**src/source/eth_pkg.sv**
```systemverilog
package eth_pkg;

  //////////////////////////////////////////////////
  // Field types
  //////////////////////////////////////////////////
  typedef logic [47:0] mac_addr_t;
  typedef logic [31:0] ipv4_t;
  typedef logic [15:0] ethertype_t;
  typedef logic [7:0]  byte_t;

  localparam int UFB_DEPTH = 2048; // User frame buffer size in bytes
  localparam int UFB_AW    = 11;

  typedef logic [UFB_AW-1:0] ufb_addr_t; // Byte address in user RAM
  typedef logic [UFB_AW:0]   ufb_len_t;  // Frame length, up to UFB_DEPTH

  //////////////////////////////////////////////////
  // Constants
  //////////////////////////////////////////////////
  localparam mac_addr_t  DEV_MAC   = {8'h42, 8'h55, 8'h92, 8'h16, 8'hEE, 8'h31};
  localparam mac_addr_t  BCAST_MAC = '1;
  localparam ethertype_t ETH_ARP   = 16'h0806;
  localparam ethertype_t ETH_IPV4  = 16'h0800; // ARP protocol type field

  localparam logic [15:0] ARP_HTYPE_ETH = 16'h0001;
  localparam logic [15:0] ARP_OP_REQ    = 16'h0001;
  localparam logic [15:0] ARP_OP_REPLY  = 16'h0002;

  localparam byte_t PRE_BYTE = 8'h55;
  localparam byte_t SFD_BYTE = 8'hD5;

  localparam int PREAMBLE_LEN  = 7;  // 0x55 bytes ahead of the SFD
  localparam int IFG_LEN       = 12; // Idle cycles between frames
  localparam int HDR_LEN       = 14;
  localparam int MIN_FRAME_LEN = 60; // Without FCS
  localparam int ARP_LEN       = 28;

  //////////////////////////////////////////////////
  // Headers
  //////////////////////////////////////////////////
  typedef struct packed {
    mac_addr_t  dst;
    mac_addr_t  src;
    ethertype_t etype;
  } eth_hdr_t;

  // Only the ARP fields the responder needs
  typedef struct packed {
    logic [15:0] oper;
    mac_addr_t   sha;
    ipv4_t       spa;
    ipv4_t       tpa;
  } arp_req_t;

  typedef enum logic [2:0] {RX_IDLE, RX_PRE, RX_HDR, RX_PAYLOAD, RX_DROP} rx_state_t;
  typedef enum logic [1:0] {ARP_IDLE, ARP_PEND, ARP_SEND} arp_state_t;
  typedef enum logic [1:0] {TX_IDLE, TX_PRE, TX_DATA, TX_GAP} tx_state_t;

endpackage

```
**src/source/mac_tx.sv**
```systemverilog
`timescale 1ns/1ps

module mac_tx (
  input  logic           clk,
  input  logic           rst,
  input  logic           arp_pend,
  input  eth_pkg::byte_t arp_dat,
  input  logic           arp_val,
  input  logic           usr_pend,
  input  eth_pkg::byte_t uf_dat,
  input  logic           uf_val,
  output logic           arp_go,
  output logic           uf_go,
  output eth_pkg::byte_t phy_tx_dat,
  output logic           phy_tx_val
);
  import eth_pkg::*;

  tx_state_t  state;
  logic [3:0] cnt;      // Preamble bytes sent, or gap cycles
  logic       sel_arp;  // Granted source
  byte_t      src_dat;
  logic       src_val;

  //////////////////////////////////////////////////
  // Arbitration, ARP first
  //////////////////////////////////////////////////
  assign arp_go  = (state == TX_IDLE) && arp_pend;
  assign uf_go   = (state == TX_IDLE) && usr_pend && !arp_pend;

  assign src_dat = sel_arp ? arp_dat : uf_dat;
  assign src_val = sel_arp ? arp_val : uf_val;

  always_ff @(posedge clk) begin
    if (rst) begin
      state      <= TX_IDLE;
      cnt        <= '0;
      sel_arp    <= 1'b0;
      phy_tx_val <= 1'b0;
    end else begin
      case (state)
        TX_IDLE: begin
          if (arp_go || uf_go) begin
            state      <= TX_PRE;
            sel_arp    <= arp_go;
            cnt        <= 4'd1; // First 0x55 goes out now
            phy_tx_val <= 1'b1;
          end
        end
        TX_PRE: begin
          cnt <= cnt + 1'b1;
          if (cnt == 4'(PREAMBLE_LEN)) begin
            state <= TX_DATA; // SFD goes out now
          end
        end
        TX_DATA: begin
          if (!src_val) begin
            phy_tx_val <= 1'b0;
            state      <= TX_GAP;
            cnt        <= '0;
          end
        end
        TX_GAP: begin
          cnt <= cnt + 1'b1;
          // Idle state adds the last low cycle before the next preamble
          if (cnt == 4'(IFG_LEN - 2)) begin
            state <= TX_IDLE;
          end
        end
        default: state <= TX_IDLE;
      endcase
    end
  end

  // Output byte register
  always_ff @(posedge clk) begin
    case (state)
      TX_IDLE: phy_tx_dat <= PRE_BYTE;
      TX_PRE:  phy_tx_dat <= (cnt == 4'(PREAMBLE_LEN)) ? SFD_BYTE : PRE_BYTE;
      default: phy_tx_dat <= src_dat;
    endcase
  end

  // One grant at a time, and the preamble follows it
  single_grant: assert property (@(posedge clk) disable iff (rst)
    (arp_go || uf_go) |-> !(arp_go && uf_go) ##1 (phy_tx_val && phy_tx_dat == PRE_BYTE));

endmodule

```
**config.mk**
```make
export PLATFORM = sky130hd
export DESIGN_NAME = mac_tx
export DESIGN_NICKNAME = d
export VERILOG_FILES = /design/src/source/eth_pkg.sv /design/src/source/mac_tx.sv
export SDC_FILE = /design/constraint.sdc
export NUM_CORES = 1
export LEC_CHECK = 0
export ABC_AREA = 1
export BUFFER_PORTS_ARGS = -buffer_cell sky130_fd_sc_hd__buf_2
export CELL_PAD_IN_SITES_DETAIL_PLACEMENT = 0
export CELL_PAD_IN_SITES_GLOBAL_PLACEMENT = 1
export CORE_MARGIN = 2
export CORE_UTILIZATION = 25
export DETAILED_ROUTE_END_ITERATION = 7
export HOLD_SLACK_MARGIN = 0.06
export PLACE_DENSITY_LB_ADDON = 0.1
export SYNTH_ARGS = -nofsm -noshare
export SYNTH_HDL_FRONTEND = slang
export SYNTH_SLANG_ARGS = --single-unit
export TNS_END_PERCENT = 100
```
**constraint.sdc**
```tcl
create_clock -name clk -period 1.23 [get_ports clk]
set_input_delay 0.0615 -clock clk [delete_from_list [all_inputs] [get_ports clk]]
set_output_delay 0.0615 -clock clk [all_outputs]
set_load 0.05 [all_outputs]
```
==> impl_results.md <==
- Final setup viols: 15
- IO Port Bufs: 32
- CTS Sinks: 16
- Area leader, netlist: dfxtp_1
- Final ANT Viol Nets: 0
- Register area share after synthesis: about two fifths
- Yosys cell types: 17
- Status: finished, violations left
- Pin count of the biggest net entering global routing: 10
- Die span in x: roughly 62 um
- Vias: 990
- H-tree depth: 1
- Initial Util: between 20% and 30%
- Site Rows: 20
- Clk slew on worst S/H paths: 0.11 ns
- Clk_lat worst skew: 0.30 ns
- Vias in the first global route: around 900
- Die height: 61.6 um
- Post-synthesis instance total: approximately 120
- Register bit count reported by yosys: 16
- Number of antenna violations at the first check in global routing: 0
- CTS Buffer Depth: 2
- CTS buffer count: 3
- Critical Path End Type: output port
- Die ar.: ~0.0038 mm2
- Worst-path maximum fanout: 4
- Vias per cell: 4.23
- Mapped cell area: between 800 and 900 um2
- Worst vdd ir: between 900 and 1000 uV
- Skew final: roughly 0.0083 ns
- RSZ-0062 raised after global routing: true
- Final Max Tran Viols: 0
- Top post-synthesis cells by area: dfxtp_1 (39%), nand2_1 (15%), ha_1 (11%), inv_1 (7.3%), nor2_1 (6.3%)
- Syn_nets: ~150
- First-pass GRT wire length: slightly below 4 mm
- Crit start category: flip-flop
- Share of the synthesized area in the top cell type: between 30% and 40%
- Failing checks: negative setup slack
- 1st-iter DRT viols: 24
- Ports: 33
- Most frequent cells in the layout: buf_2 (30), nand2_1 (28), dlygate4sd3_1 (17), buf_4 (16), dfxtp_1 (14)
- Worst hold path type: in2reg
- Min Tclk post-route: 1.37 ns
- Fin. Hold Viols: 0
- Most common cell after layout, fill and taps aside: buf_2
- Final WS setup: -0.143 ns
- GPL Wtd Cong: roughly 0.80
- GRT Total Usage: around 14%
- Slew @ Worst Pin: about 0.25 ns
- Setup CP Type: reg2out
- DR DRC count: 0
- Final Non-Filler Cells: 234
- Synth-to-Final Area Change: 97.6%
- Core Box Area: between 0.003 and 0.004 mm2
- Design Area, Final: between 0.0015 and 0.002 mm2
- Mean Syn Cell Area: a little over 7 um2
- Slew margin rel.: roughly 83%
- Crit path arrival time: about 1.3 ns
- Average wire per standard cell: approximately 11 um
- Antenna cells: 0
- CTS tree: yes
- Cells after DPL: between 200 and 250
- Drt pass-1 iters: 4
- Leak: approximately 0.00075 uW
- HPWL Detailed: 1.67 mm
- Ys Warns: 0
- DP Area: 0.00114 mm2
- Fmax: 728 MHz
- Root Buffer: clkbuf_4
- Final worst path period share: 112%
- Nets: 220
- Power per standard cell area: ~2300 mW/mm2
- Grt ovf: 0
- Share of cells above drive strength 1: roughly half
- Req. time, crit path: around 1.2 ns
- Max Cap Viol: 0
- Total wire length: around 2.6 mm
## power breakdown
group,leakage (uW),total (uW),internal [uW],switching [uW]
clock network,0.0000210,373,181,192
logic,0.000598,2650,1100,1550
registers,0.000133,798,711,86.9
## worst max-delay path, stage by stage (launching register included)
cell     delay, ns
dfxtp_2       0.35
inv_4         0.07
ha_4          0.17
nand2_4       0.06
buf_6         0.11
nor2_4        0.09
buf_8         0.15
## cell type report
| class | instances | area [um2] |
|---|---|---|
| Timing Repair Buffer | 70 | 536 |
| Multi-Input combinational cell | 82 | 607 |
| Inverter | 18 | 80.1 |
| Tap cell | 44 | 55.1 |
| Fill cell | 310 | 1470 |
| Clock buffer | 4 | 36.3 |
| Sequential cell | 16 | 323 |
## synthesized netlist by cell type
| library cell | n |
|---|---|
| nand3_1 | 7 |
| dfxtp_1 | 16 |
| nand4_1 | 2 |
| buf_4 | 1 |
| inv_2 | 2 |
| o21ai_0 | 6 |
| nand2_1 | 32 |
| inv_1 | 16 |
| o21ai_1 | 1 |
| nand2_2 | 1 |
| o22ai_1 | 1 |
| ha_1 | 7 |
| nand2_4 | 1 |
| a21oi_1 | 7 |
| nand3_2 | 2 |
| nor2_4 | 1 |
| nor2_1 | 14 |
## sequential cells by signal, summed over array words and instances (netlist names)
register,flops
phy_tx_val,1
phy_tx_dat,8
cnt,4
state,2
sel_arp,1
## per-layer routing
| layer | part of all wire, % | wire length [um] | global-route usage [%] |
|---|---|---|---|
| met3 | 4.8 | 127 | 3.78 |
| met5 | 0 | 0 | 0 |
| met1 | 38 | 1000 | 15.1 |
| met4 | 3.8 | 99 | 8.81 |
| met2 | 53 | 1410 | 25.1 |
## metrics by stage
stage	worst slack, ns	TNS [ns]	utilization (%)	total power [uW]	hold WS (ns)
after global placement	-0.0913	-0.488	36.9	2590	0.264
after global routing	-0.210	-2.22	52.7	4110	0.174
after detailed placement	-0.117	-0.661	36.9	2580	0.267
after CTS	-0.162	-0.946	47.1	3290	0.162
final	-0.143	-1.25	52.7	3820	0.171
after floorplan	0.00829	0	-	2060	0.131
## cell families after synthesis
logic type,synth area share (%)
adders and majority gates,10.6
and+or+nand+nor,32.5
DFF,38.7
buffers and inverters,9.06
AOI/OAI and AO/OA,9.21
## path summary, 6_finish.rpt
kind              startpoint            end  depth (start not counted)  slack (ns)
hold reg to reg   phy_tx_val     phy_tx_val                          2        0.47
setup / recovery    state[0]          uf_go                          6       -0.14
hold / removal      usr_pend        sel_arp                          5        0.17
setup reg to reg    state[0]  phy_tx_dat[5]                          9       -0.14
## repair_timing
| item | CTS | global route |
|---|---|---|
| hold endpoints to repair | 10 | 0 |
| endpoints found under the setup margin | 13 | 17 |
| resized for setup | 27 | 35 |
| pin swaps | 5 | 15 |
| hold buffers | 17 | 0 |
| buffers inserted | 6 | 3 |
Power figures use the tool's default switching activity.
