--- src/source/eth_pkg.sv ---
package eth_pkg;

  //////////////////////////////////////////////////
  // Field types
  //////////////////////////////////////////////////
  typedef logic [47:0] mac_addr_t;
  typedef logic [31:0] ipv4_t;
  typedef logic [15:0] ethertype_t;
  typedef logic [7:0]  byte_t;

  localparam int UFB_DEPTH = 2048; // User frame buffer size in bytes
  localparam int UFB_AW    = 11;

  typedef logic [UFB_AW-1:0] ufb_addr_t; // Byte address in user RAM
  typedef logic [UFB_AW:0]   ufb_len_t;  // Frame length, up to UFB_DEPTH

  //////////////////////////////////////////////////
  // Constants
  //////////////////////////////////////////////////
  localparam mac_addr_t  DEV_MAC   = {8'h42, 8'h55, 8'h92, 8'h16, 8'hEE, 8'h31};
  localparam mac_addr_t  BCAST_MAC = '1;
  localparam ethertype_t ETH_ARP   = 16'h0806;
  localparam ethertype_t ETH_IPV4  = 16'h0800; // ARP protocol type field

  localparam logic [15:0] ARP_HTYPE_ETH = 16'h0001;
  localparam logic [15:0] ARP_OP_REQ    = 16'h0001;
  localparam logic [15:0] ARP_OP_REPLY  = 16'h0002;

  localparam byte_t PRE_BYTE = 8'h55;
  localparam byte_t SFD_BYTE = 8'hD5;

  localparam int PREAMBLE_LEN  = 7;  // 0x55 bytes ahead of the SFD
  localparam int IFG_LEN       = 12; // Idle cycles between frames
  localparam int HDR_LEN       = 14;
  localparam int MIN_FRAME_LEN = 60; // Without FCS
  localparam int ARP_LEN       = 28;

  //////////////////////////////////////////////////
  // Headers
  //////////////////////////////////////////////////
  typedef struct packed {
    mac_addr_t  dst;
    mac_addr_t  src;
    ethertype_t etype;
  } eth_hdr_t;

  // Only the ARP fields the responder needs
  typedef struct packed {
    logic [15:0] oper;
    mac_addr_t   sha;
    ipv4_t       spa;
    ipv4_t       tpa;
  } arp_req_t;

  typedef enum logic [2:0] {RX_IDLE, RX_PRE, RX_HDR, RX_PAYLOAD, RX_DROP} rx_state_t;
  typedef enum logic [1:0] {ARP_IDLE, ARP_PEND, ARP_SEND} arp_state_t;
  typedef enum logic [1:0] {TX_IDLE, TX_PRE, TX_DATA, TX_GAP} tx_state_t;

endpackage

--- src/source/mac_rx.sv ---
`timescale 1ns/1ps

module mac_rx (
  input  logic              clk,
  input  logic              rst,
  input  eth_pkg::byte_t    phy_rx_dat,
  input  logic              phy_rx_val,
  output eth_pkg::eth_hdr_t hdr,
  output logic              hdr_val,
  output eth_pkg::byte_t    pl_dat,
  output logic              pl_val,
  output logic              frame_end,
  output logic              rx_drop
);
  import eth_pkg::*;

  rx_state_t  state;
  logic [3:0] hdr_cnt;  // Header bytes taken so far
  eth_hdr_t   hdr_next;
  logic       dst_ok;

  // Header shifts in MSB first with dst on top
  assign hdr_next = {hdr[$bits(eth_hdr_t)-9:0], phy_rx_dat};
  assign dst_ok   = (hdr_next.dst == DEV_MAC) || (hdr_next.dst == BCAST_MAC);

  //////////////////////////////////////////////////
  // Frame FSM
  //////////////////////////////////////////////////
  always_ff @(posedge clk) begin
    if (rst) begin
      state     <= RX_IDLE;
      hdr_cnt   <= '0;
      hdr_val   <= 1'b0;
      pl_val    <= 1'b0;
      frame_end <= 1'b0;
      rx_drop   <= 1'b0;
    end else begin
      hdr_val   <= 1'b0;
      pl_val    <= 1'b0;
      frame_end <= 1'b0;
      rx_drop   <= 1'b0;
      if (!phy_rx_val) begin
        if (state != RX_IDLE) begin
          frame_end <= 1'b1; // Burst just ended
        end
        state <= RX_IDLE;
      end else begin
        case (state)
          RX_IDLE: begin
            state <= (phy_rx_dat == PRE_BYTE) ? RX_PRE : RX_DROP;
          end
          RX_PRE: begin
            hdr_cnt <= '0;
            if (phy_rx_dat == SFD_BYTE) begin
              state <= RX_HDR;
            end else if (phy_rx_dat != PRE_BYTE) begin
              state <= RX_DROP; // Broken preamble
            end
          end
          RX_HDR: begin
            hdr_cnt <= hdr_cnt + 1'b1;
            if (hdr_cnt == 4'(HDR_LEN - 1)) begin
              if (dst_ok) begin
                hdr_val <= 1'b1;
                state   <= RX_PAYLOAD;
              end else begin
                rx_drop <= 1'b1; // Foreign unicast
                state   <= RX_DROP;
              end
            end
          end
          RX_PAYLOAD: pl_val <= 1'b1;
          default: ; // Drop waits for the end of the burst
        endcase
      end
    end
  end

  // Data path
  always_ff @(posedge clk) begin
    if (state == RX_HDR && phy_rx_val) begin
      hdr <= hdr_next;
    end
    pl_dat <= phy_rx_dat;
  end

  // Header strobe only after the header of an accepted frame
  hdr_val_in_header: assert property (@(posedge clk) disable iff (rst)
    hdr_val |-> $past(state) == RX_HDR && (hdr.dst == DEV_MAC || hdr.dst == BCAST_MAC));

endmodule

--- config.mk ---
export PLATFORM = sky130hd
export DESIGN_NAME = mac_rx
export DESIGN_NICKNAME = d
export VERILOG_FILES = /design/src/source/eth_pkg.sv /design/src/source/mac_rx.sv
export SDC_FILE = /design/constraint.sdc
export NUM_CORES = 1
export LEC_CHECK = 0
export BUFFER_PORTS_ARGS = -buffer_cell sky130_fd_sc_hd__buf_2
export CAP_MARGIN = 40
export CORE_ASPECT_RATIO = 0.7
export CORE_UTILIZATION = 40
export DETAILED_ROUTE_END_ITERATION = 6
export HOLD_SLACK_MARGIN = 0.08
export PLACE_DENSITY_LB_ADDON = 0.2
export SETUP_SLACK_MARGIN = 0.3
export SLEW_MARGIN = 20
export SYNTH_ARGS = -nofsm -noshare
export SYNTH_HDL_FRONTEND = slang
export SYNTH_SLANG_ARGS = --single-unit
--- constraint.sdc ---
create_clock -name clk -period 7.3 [get_ports clk]
set_clock_uncertainty 0.05 [all_clocks]
set_input_delay 0.365 -clock clk [delete_from_list [all_inputs] [get_ports clk]]
set_output_delay 0.365 -clock clk [all_outputs]
set_load 0.05 [all_outputs]
==> impl_results.md <==
* Synth top area cells: edfxtp_1 79%, dfxtp_1 8.9%, nand4_1 1.6%
* Pre-CTS setup slack at between 4000 and 5000 ps
* Most common flop cell mapped by yosys: edfxtp_1
* Synth area leader: edfxtp_1
* Number of setup buffers added after CTS at 0
* Required time worst endpoint at 7280 ps
* CP Launch Type: register
* CP Depth at 4
* Critical path class: register to register
* Post-synthesis mux area share at 0%
* Antenna diodes at 0
* Final WL at 8763 um
* Max Root-Sink Buffers at 2
* Total number of vias at 2551
* Register bit total from synthesis at 131
* Hold Path Class: input pin to register
* Most crowded layer after global routing: met2
* Placer Congestion at just under 0.8
* Largest net degree at the start of global routing at 64
* Crit Path Max Fanout at 63
* Failing checks: design-rule violations
* Overflow after GRT at 0
* # hold bufs at CTS at 8
* CP max stage delay at 750 ps
* Final setup margin at 4740 ps
* Fin. Hold Viols at 0
* Cell variety after synth at 35
* Final #Nets at 384
* Ys async rst share at 0%
* Fraction of layout instances using a drive strength above 1 at 44.79%
* RSZ-0062 raised after global routing: false
* Post-CTS sizing at 0
* Worst vdd ir at 0.1969 mV
* Setup TNS at 0 ps
* Final setup viols at 0
* Largest family of logic cells by synthesized area: simple AND/OR/NAND/NOR gates
* Buffers plus inverters on the worst setup path at 2
* Met2 Use GR at about 24%
* Vias in the first global route at about 2500
* First-pass GRT wire length at 13000 um
* Ordered list of cells on the worst path: nor3b_1, nand2_1, inv_4, buf_4
* Syn avg cell area at a little over 20 um^2
* DRC at 10
* Final hold slack at 143.5 ps
* Clock period minus worst slack at 2560 ps
* TritonCTS clock tree: done
* Starting Density at 41.23%
* Rows at 31
* Number of synthesized flops with an enable pin at 112
* Slew Limit Fails at 0
* Normalized max-slew margin at 48.04%
* Clock Latency Late Sink at 400 ps
* Crit path max-delay family: buffers and inverters
* # fillers at 823
* Met1 Use GR at roughly a fifth
* Post-DR wirelength/cell at between 15 and 20 um
* Most frequent cell after synthesis: edfxtp_1
* Slowest cell on crit path: buf_4
* Max_cap viols at 0
* Worst EP arrival at 2540 ps
* Area share of the largest cell type after synthesis at roughly 79%
* Fmax at 0.3906 GHz
* Cts bufs inserted at 17
* YS warnings at 0
* Synth Area in Compound Gates at 3.194%
* Post-synthesis xor/xnor area fraction at 0.2051%
* Outcome: finished, violations left
* PwrDens at 302.6 nW/um^2
* Global Route met3 Usage at 6.409%
* Post-Synth Simple-Gate Area at 7.384%
* Starting DRT DRC Count at roughly 240
* CTS H-Tree Depth at 4
* Commonest cells post-synth: 112 x edfxtp_1, 19 x dfxtp_1, 11 x nand4_1
* CP Capture Type: register
* GRT Util Overall at between 15 and 20%
* Vias per inst at 4.944
* Seq/Total Area, Yosys at 87.66%
* Clk root buf: clkbuf_16
* Mapped cell area at 4270 um^2
* Die height at 88.45 um
* Die area at 11100 um^2
* Antenna-violating nets left at 0
* Core area at 10360 um^2
* Num Clock Sinks at 131
* Syn Inst Count at 212
* Reg2reg path depth at 4
* Initial antenna violation count at 0
* Number of port buffers at around 130
* Post-DP HPWL at around 5800 um
* Worst-path clk slew at 60 ps
* TritonRoute pass-1 iters at 7
* Period Utilization, post-route at 35.07%
* Worst-margin pin slew at 779.4 ps
* Final Util at around 56%
* Pleak at ~0.0022 uW
* Area Growth Syn to Fin at 35.69%
* Post-synthesis adder-cell area fraction at 0.5860%
* Syn Nets at 225
* I/O Pins at 135
* Hold path cells at 2
* Die Width at 125.5 um
[cells in the final DEF (no fill, tap or decap), types with 2 or more instances in the layout]
cell           instances
buf_2                134
edfxtp_1             112
dfxtp_1               19
clkbuf_16             17
nand4_1               11
nor2_1                 8
nor4_1                 8
dlygate4sd3_1          8
nand2_1                5
nand3_1                5
clkinvlp_4             5
nor3_1                 4
o21ai_0                4
bufinv_16              4
nor3b_1                3
a21oi_1                3
inv_1                  2
o21bai_1               2
nor2b_1                2
ha_1                   2
clkinv_2               2
clkinv_4               2
[flip-flops by register name, summed over array words and instances, names as in the netlist]
register and cells:
hdr 112, pl_dat 8, hdr_cnt 4, state 3, frame_end 1, hdr_val 1
pl_val 1, rx_drop 1
[stage by stage]
step	area (um^2)	total power, uW	instances
after floorplan	4270	864.8	212
after global placement	5086	876.3	476
after detailed placement	5086	876.9	476
after CTS	5794	1766	516
after global routing	5794	1800	516
final	5794	1753	516
[area by class of cell]
cell class / instances / area (um^2) / share of cell area [%]
well taps: 132 / 165.2 / 2.850
clock buffers: 19 / 442.9 / 7.644
multi-input cells: 75 / 485.5 / 8.378
flip-flops and latches: 131 / 3744 / 64.61
repair buffers: 143 / 758.2 / 13.09
clock inverters: 13 / 185.2 / 3.196
inverters: 3 / 13.76 / 0.2375
[where the power goes]
| group | internal, uW | total (uW) | switching [uW] |
|---|---|---|---|
| combinational | 12.5 | 47.6 | 35.1 |
| sequential | 812 | 817 | 5.11 |
| clock | 580 | 888 | 309 |
[worst register-to-register path: stages, from the launching register on]
cell and delay (ps):
dfxtp_1 490, nor3b_1 240, nand2_1 150, inv_4 500
buf_4 750
[logic make-up (layout without fill, tap and decap cells)]
| group | Yosys count | count (layout) |
|---|---|---|
| AND/OR/NAND/NOR | 53 | 53 |
| buffers and inverters | 6 | 178 |
| XOR/XNOR | 1 | 1 |
| AO/OA/AOI/OAI | 19 | 19 |
| flip-flops | 131 | 131 |
| adder cells (fa/ha/maj) | 2 | 2 |
[per-layer routing]
layer	wire, um	vias up
met5	0	-
met4	96	0
met3	909	10
met2	3863	124
met1	3893	1243
li1	-	1174
[path summary, 6_finish.rpt]
path	start	end	slack (ps)
setup / recovery	state[1]	hdr[105]	4740
hold / removal	phy_rx_val	frame_end	140
setup reg to reg	state[1]	hdr[105]	4740
hold reg to reg	hdr[13]	hdr[21]	390
No activity file was read; power rests on OpenSTA's default activity.
